===== config.mk =====
export PLATFORM = sky130hd
export DESIGN_NAME = eth_tx_ingress
export DESIGN_NICKNAME = d
export VERILOG_FILES = /design/src/eth_tx_pkg.sv /design/src/eth_tx_ingress.sv
export SDC_FILE = /design/constraint.sdc
export NUM_CORES = 1
export LEC_CHECK = 0
export BUFFER_PORTS_ARGS = -buffer_cell sky130_fd_sc_hd__buf_2
export CAP_MARGIN = 20
export CELL_PAD_IN_SITES_DETAIL_PLACEMENT = 2
export CELL_PAD_IN_SITES_GLOBAL_PLACEMENT = 2
export CORE_MARGIN = 3
export CORE_UTILIZATION = 15
export CTS_CLUSTER_DIAMETER = 50
export DETAILED_ROUTE_END_ITERATION = 10
export PLACE_DENSITY = 0.91
export SLEW_MARGIN = 20
export SYNTH_ARGS = -nofsm -noshare
export SYNTH_HDL_FRONTEND = slang
export SYNTH_SLANG_ARGS = --single-unit

===== constraint.sdc =====
create_clock -name clk -period 3.7 [get_ports clk]
set_clock_uncertainty 0.2 [all_clocks]
set_input_delay 0.37 -clock clk [delete_from_list [all_inputs] [get_ports clk]]
set_output_delay 0.37 -clock clk [all_outputs]
set_load 0.05 [all_outputs]

===== src/eth_tx_pkg.sv =====
/*
 * eth tx shared definitions
 * buffer geometry, qword types, descriptor and mac-bound bundle
 */
`default_nettype none

package eth_tx_pkg;

    //////////////////////////////
    // geometry
    //////////////////////////////
    localparam int BW             = 9;    // buffer address width
    localparam int BUF_QW         = 512;  // buffer depth in qwords
    localparam int QW_LEN_W       = 13;   // frame length field
    localparam int DESC_DEPTH_LOG = 4;    // 16 queued descriptors
    localparam int CUT_THRU_QW    = 4;    // qwords needed before a start

    //////////////////////////////
    // types
    //////////////////////////////
    typedef logic [63:0] qw_t;    // one data qword
    typedef logic [7:0]  ben_t;   // byte valid per qword lane

    // extra msb is the wrap bit, full vs empty
    typedef logic [BW:0] ptr_t;

    // frame announcement from the host
    typedef struct packed {
        logic [QW_LEN_W-1:0] qw_len;   // qwords in frame, >= 8
        ben_t                lst_ben;  // valid bytes of last qword
    } frm_desc_t;

    // everything going to the mac
    typedef struct packed {
        qw_t  data;
        ben_t data_valid;  // all ones mid-frame, partial at the end
        logic start;       // one-cycle pulse per attempt
        logic underrun;    // abort of the current attempt
    } mac_tx_t;

endpackage

`default_nettype wire


===== src/eth_tx_ingress.sv =====
/*
 * eth tx host write side
 * producer pointer, free space against committed consumer,
 * descriptor hand-off to frame sync
 */
`timescale 1ns/1ps
`default_nettype none

module eth_tx_ingress import eth_tx_pkg::*; (
    input  wire logic          clk,
    input  wire logic          rst,
    // host
    input  wire logic          frm_start_i,
    input  wire frm_desc_t     desc_i,
    input  wire logic          qw_wr_i,
    input  wire qw_t           qw_data_i,
    // sender, space freed at frame end
    input  wire ptr_t          committed_cons_i,
    // frame sync fifo level
    input  wire logic          desc_full_i,
    output logic               full_o,
    output logic               desc_full_o,
    // to frame sync
    output logic               desc_push_o,
    output frm_desc_t          desc_o,
    // to buffer
    output logic               wr_en_o,
    output logic [BW-1:0]      wr_addr_o,
    output qw_t                wr_data_o,
    output ptr_t               prod_ptr_o
);

    ptr_t prod_ptr;   // next slot to fill
    ptr_t used;       // qwords not yet committed by the sender
    logic wr_acc;     // write that actually lands

    //////////////////////////////
    // space accounting
    //////////////////////////////
    assign used   = prod_ptr - committed_cons_i;  // wrap bit keeps it exact
    assign full_o = (used >= ptr_t'(BUF_QW - 1)); // free space <= 1
    assign wr_acc = qw_wr_i && !full_o;

    always_ff @(posedge clk) begin
        if (rst) begin
            prod_ptr <= '0;
        end else if (wr_acc) begin
            prod_ptr <= prod_ptr + 1'b1;
        end
    end

    // buffer write, same cycle as the host strobe
    assign wr_en_o    = wr_acc;
    assign wr_addr_o  = prod_ptr[BW-1:0];
    assign wr_data_o  = qw_data_i;
    assign prod_ptr_o = prod_ptr;   // counts the qword from the next cycle on

    //////////////////////////////
    // descriptors
    //////////////////////////////
    assign desc_push_o = frm_start_i;
    assign desc_o      = desc_i;
    assign desc_full_o = desc_full_i;   // host sees fifo level directly

    a_no_wr_when_full: assert property (@(posedge clk) disable iff (rst)
        qw_wr_i |-> !full_o);

    a_no_desc_when_full: assert property (@(posedge clk) disable iff (rst)
        frm_start_i |-> !desc_full_o);

    // committed consumer must never run past the producer
    a_cons_behind_prod: assert property (@(posedge clk) disable iff (rst)
        used <= ptr_t'(BUF_QW - 1));

endmodule

`default_nettype wire


==> metrics.md <==
| Metric | Value |
|---|---|
| Status | finished clean |
| CTS tree | built |
| Yosys reg bits | 10 |
| Fin util | 0.135 |
| Worst-Margin Slew | around 0.45 ns |
| VDD IR max | 0.131 mV |
| Main combinational cell family by area after synthesis | buffers and inverters |
| Root buffer cell | clkbuf_16 |
| Post-Synthesis Cell Area | approximately 1700 sq um |
| Hold Crit Class | input pin to flop |
| Core box area | about 11000 sq um |
| Crit path kind | flop to output pin |
| EDFF count, synth | 0 |
| Num CTS Buffers | 3 |
| First-pass GRT wire length | approximately 7.4 mm |
| Chip height | 114 um |
| Global route overflow | 0 |
| Htree depth | 1 |
| Compound-cell area share of the yosys netlist | 0.178 |
| Via Count | around 1200 |
| Placed Cells | 303 |
| Top FF cell, synth | dfxtp_1 |
| Routability-driven placement congestion ratio | about 0.78 |
| Total Routing Usage GR | 0.0705 |
| Synth top area cells | buf_4 (41%), dfxtp_1 (11%), ha_1 (7.2%) |
| Async SR Flop Fraction | 0 |
| CP Max Fanout | 5 |
| Post-synthesis cell count | about 230 |
| Most common cell in the netlist | buf_4 |
| Fmax achieved | ~290 MHz |
| Simple-gate area share of the yosys netlist | 0.138 |
| Total Nets Final | about 280 |
| Maximum root-to-sink buffer count | 2 |
| Diodes inserted | 0 |
| DRC | 0 |
| Top Ports | roughly 210 |
| Synth area leader | buf_4 |
| Fin cells | approximately 300 |
| Max reg flops | 10 |
| Worst slew margin | 0.698 |
| Hold buffers post-CTS | 0 |
| Top cell type's share of synthesized area | 0.412 |
| Setup-failing EPs final | 0 |
| List of most frequent post-synthesis cells | buf_4 (96), inv_1 (14) |
| Pre-Repair DR Iteration Count | 3 |
| Fin Setup TNS | 0 ns |
| IO Port Bufs | 33 |
| Drt total wl | around 4.4 mm |
| Worst Path Required | 3.13 ns |
| Hold_sp | rst |
| Synth Area in Adders | 0.0830 |
| Fin crit period | 3.49 ns |
| Vias in the first global route | between 1000 and 1500 |
| Initial Util | 0.157 |
| Worst r2r src | prod_ptr_o[0]$_SDFFE_PP0P_ |
| Share of layout cells above drive strength 1 | 0.293 |
| Largest net degree at the start of global routing | 13 |
| Cells on worst reg2reg path | 11 |
| Antenna Violating Nets Remaining | 0 |
| Final Max Tran Viols | 0 |
| Clk sink count | 10 |
| Post-synthesis mux area share | 0.00572 |
| Part of the cycle the worst path needs | 0.942 |
| Cell row count | 38 |
| RSZ-0062 raised after global routing | no |
| Initial antenna violation count | 0 |
| WL/cell | 14.5 um |
| Die area | about 13000 sq um |
| WHS Endpoint | prod_ptr_o[4]$_SDFFE_PP0P_ |
| CP Capture Type | output pin |
| Crit path arrival time | roughly 2.9 ns |
| PwrDens | roughly 270 nW/um^2 |
| Reg2Reg Setup Slack | approximately 0.48 ns |
| Die Width | 114 um |
| Layout area overhead | -14.1% |
| XOR/XNOR Fraction of Synth Area | 0.0300 |
| Syn_area_per_cell | around 7.8 sq um |
| Static Leakage | between 0.6 and 0.7 nW |
| DR iter-0 viols | 26 |
| Clock slew at reported path FFs | approximately 0.04 ns |
| Synth Warn # | 0 |
| Netlist cell types | 43 |
| Syn Nets | between 300 and 400 |
| Maxcap violations | 0 |
| Worst skew pair latency | between 0.2 and 0.25 ns |
| Worst Hold Depth | 2 |
| Hold Vio Cnt, Final | 0 |
| Postcts setup bufs | 0 |
| Reg-to-Reg End | prod_ptr_o[1]$_SDFFE_PP0P_ |
| HPWL Detailed | 3.66 mm |
| Via density | roughly 3.9 |
| Critical Path Source Type | flop |
| Sequential share of the synthesized area | 0.114 |
power breakdown:
part	switching, mW	total, mW	internal [mW]
combinational	0.0539	0.0853	0.0314
sequential	0.00195	0.112	0.110
clock	0.0523	0.215	0.163
total	0.108	0.412	0.304
how the worst max path moves through the flow:
stage,cells past startpoint,to,start
finish,10,wr_en_o,prod_ptr_o[0]$_SDFFE_PP0P_
global route,10,wr_en_o,prod_ptr_o[0]$_SDFFE_PP0P_
CTS,10,wr_en_o,prod_ptr_o[0]$_SDFFE_PP0P_
detailed placement,9,full_o,prod_ptr_o[0]$_SDFFE_PP0P_
global placement,9,full_o,committed_cons_i[0]
floorplan,10,prod_ptr_o[5]$_SDFFE_PP0P_,prod_ptr_o[0]$_SDFFE_PP0P_
layer usage:
layer / GRT usage / vias up / share of wire
li1: - / 553 / -
met3: 0.0286 / 16 / 0.077
met1: 0.0868 / 582 / 0.44
met5: 0 / - / 0
met2: 0.110 / 53 / 0.47
met4: 0.0269 / 0 / 0.0095
worst max-delay path, cell delays in order, from the launching register on:
cell and delay (ns):
dfxtp_2 0.36, inv_1 0.09, ha_1 0.22, fa_1 0.41, nand2b_4 0.19, a2111oi_4 0.30, a211oi_1 0.10, or4_4 0.59
o21ai_2 0.17, inv_1 0.06, clkbuf_4 0.21
cell families (layout without fill, tap and decap cells):
logic type | Yosys count | after routing
buffers and inverters | 112 | 54
and+or+nand+nor | 44 | 44
AOI/OAI and AO/OA | 41 | 41
adders and majority gates | 11 | 11
DFF | 10 | 10
xor gates and xnor gates | 6 | 6
muxes | 1 | 1
stage by stage:
| stage | area (sq um) | hold WS [ns] | total power, mW | setup slack (ns) |
|---|---|---|---|---|
| after global placement | 1380 | 0.389 | 0.190 | 0.405 |
| after global routing | 1500 | 0.270 | 0.436 | 0.0685 |
| final | 1500 | 0.239 | 0.412 | 0.215 |
| after CTS | 1470 | 0.241 | 0.415 | 0.0110 |
| after detailed placement | 1380 | 0.394 | 0.195 | 0.188 |
| after floorplan | 1750 | 0.466 | 0.425 | 0.0327 |
what timing repair did:
| action | CTS | global route |
|---|---|---|
| endpoints found under the hold margin | 0 | 0 |
| endpoints found under the setup margin | 1 | 2 |
| resized for setup | 2 | 6 |
layout by cell type (no fill, tap or decap), types with 4 or more instances in the layout:
cell type and instances:
inv_1 14, a21oi_1 10, o21ai_1 5, buf_2 31, dfxtp_1 9, nor2_1 10
nor3_1 5, ha_1 10, nand2_1 5, nand2b_1 4, xnor2_1 4, nand3_1 4
or3_1 4
layout make-up:
cell class	count	area, sq um
Clock buffer	4	88.8
Fill cell	1334	9620
Inverter	14	52.6
Multi-Input combinational cell	103	788
Sequential cell	10	201
Tap cell	140	175
Timing Repair Buffer	36	196
(Power assumes the default switching activity.)
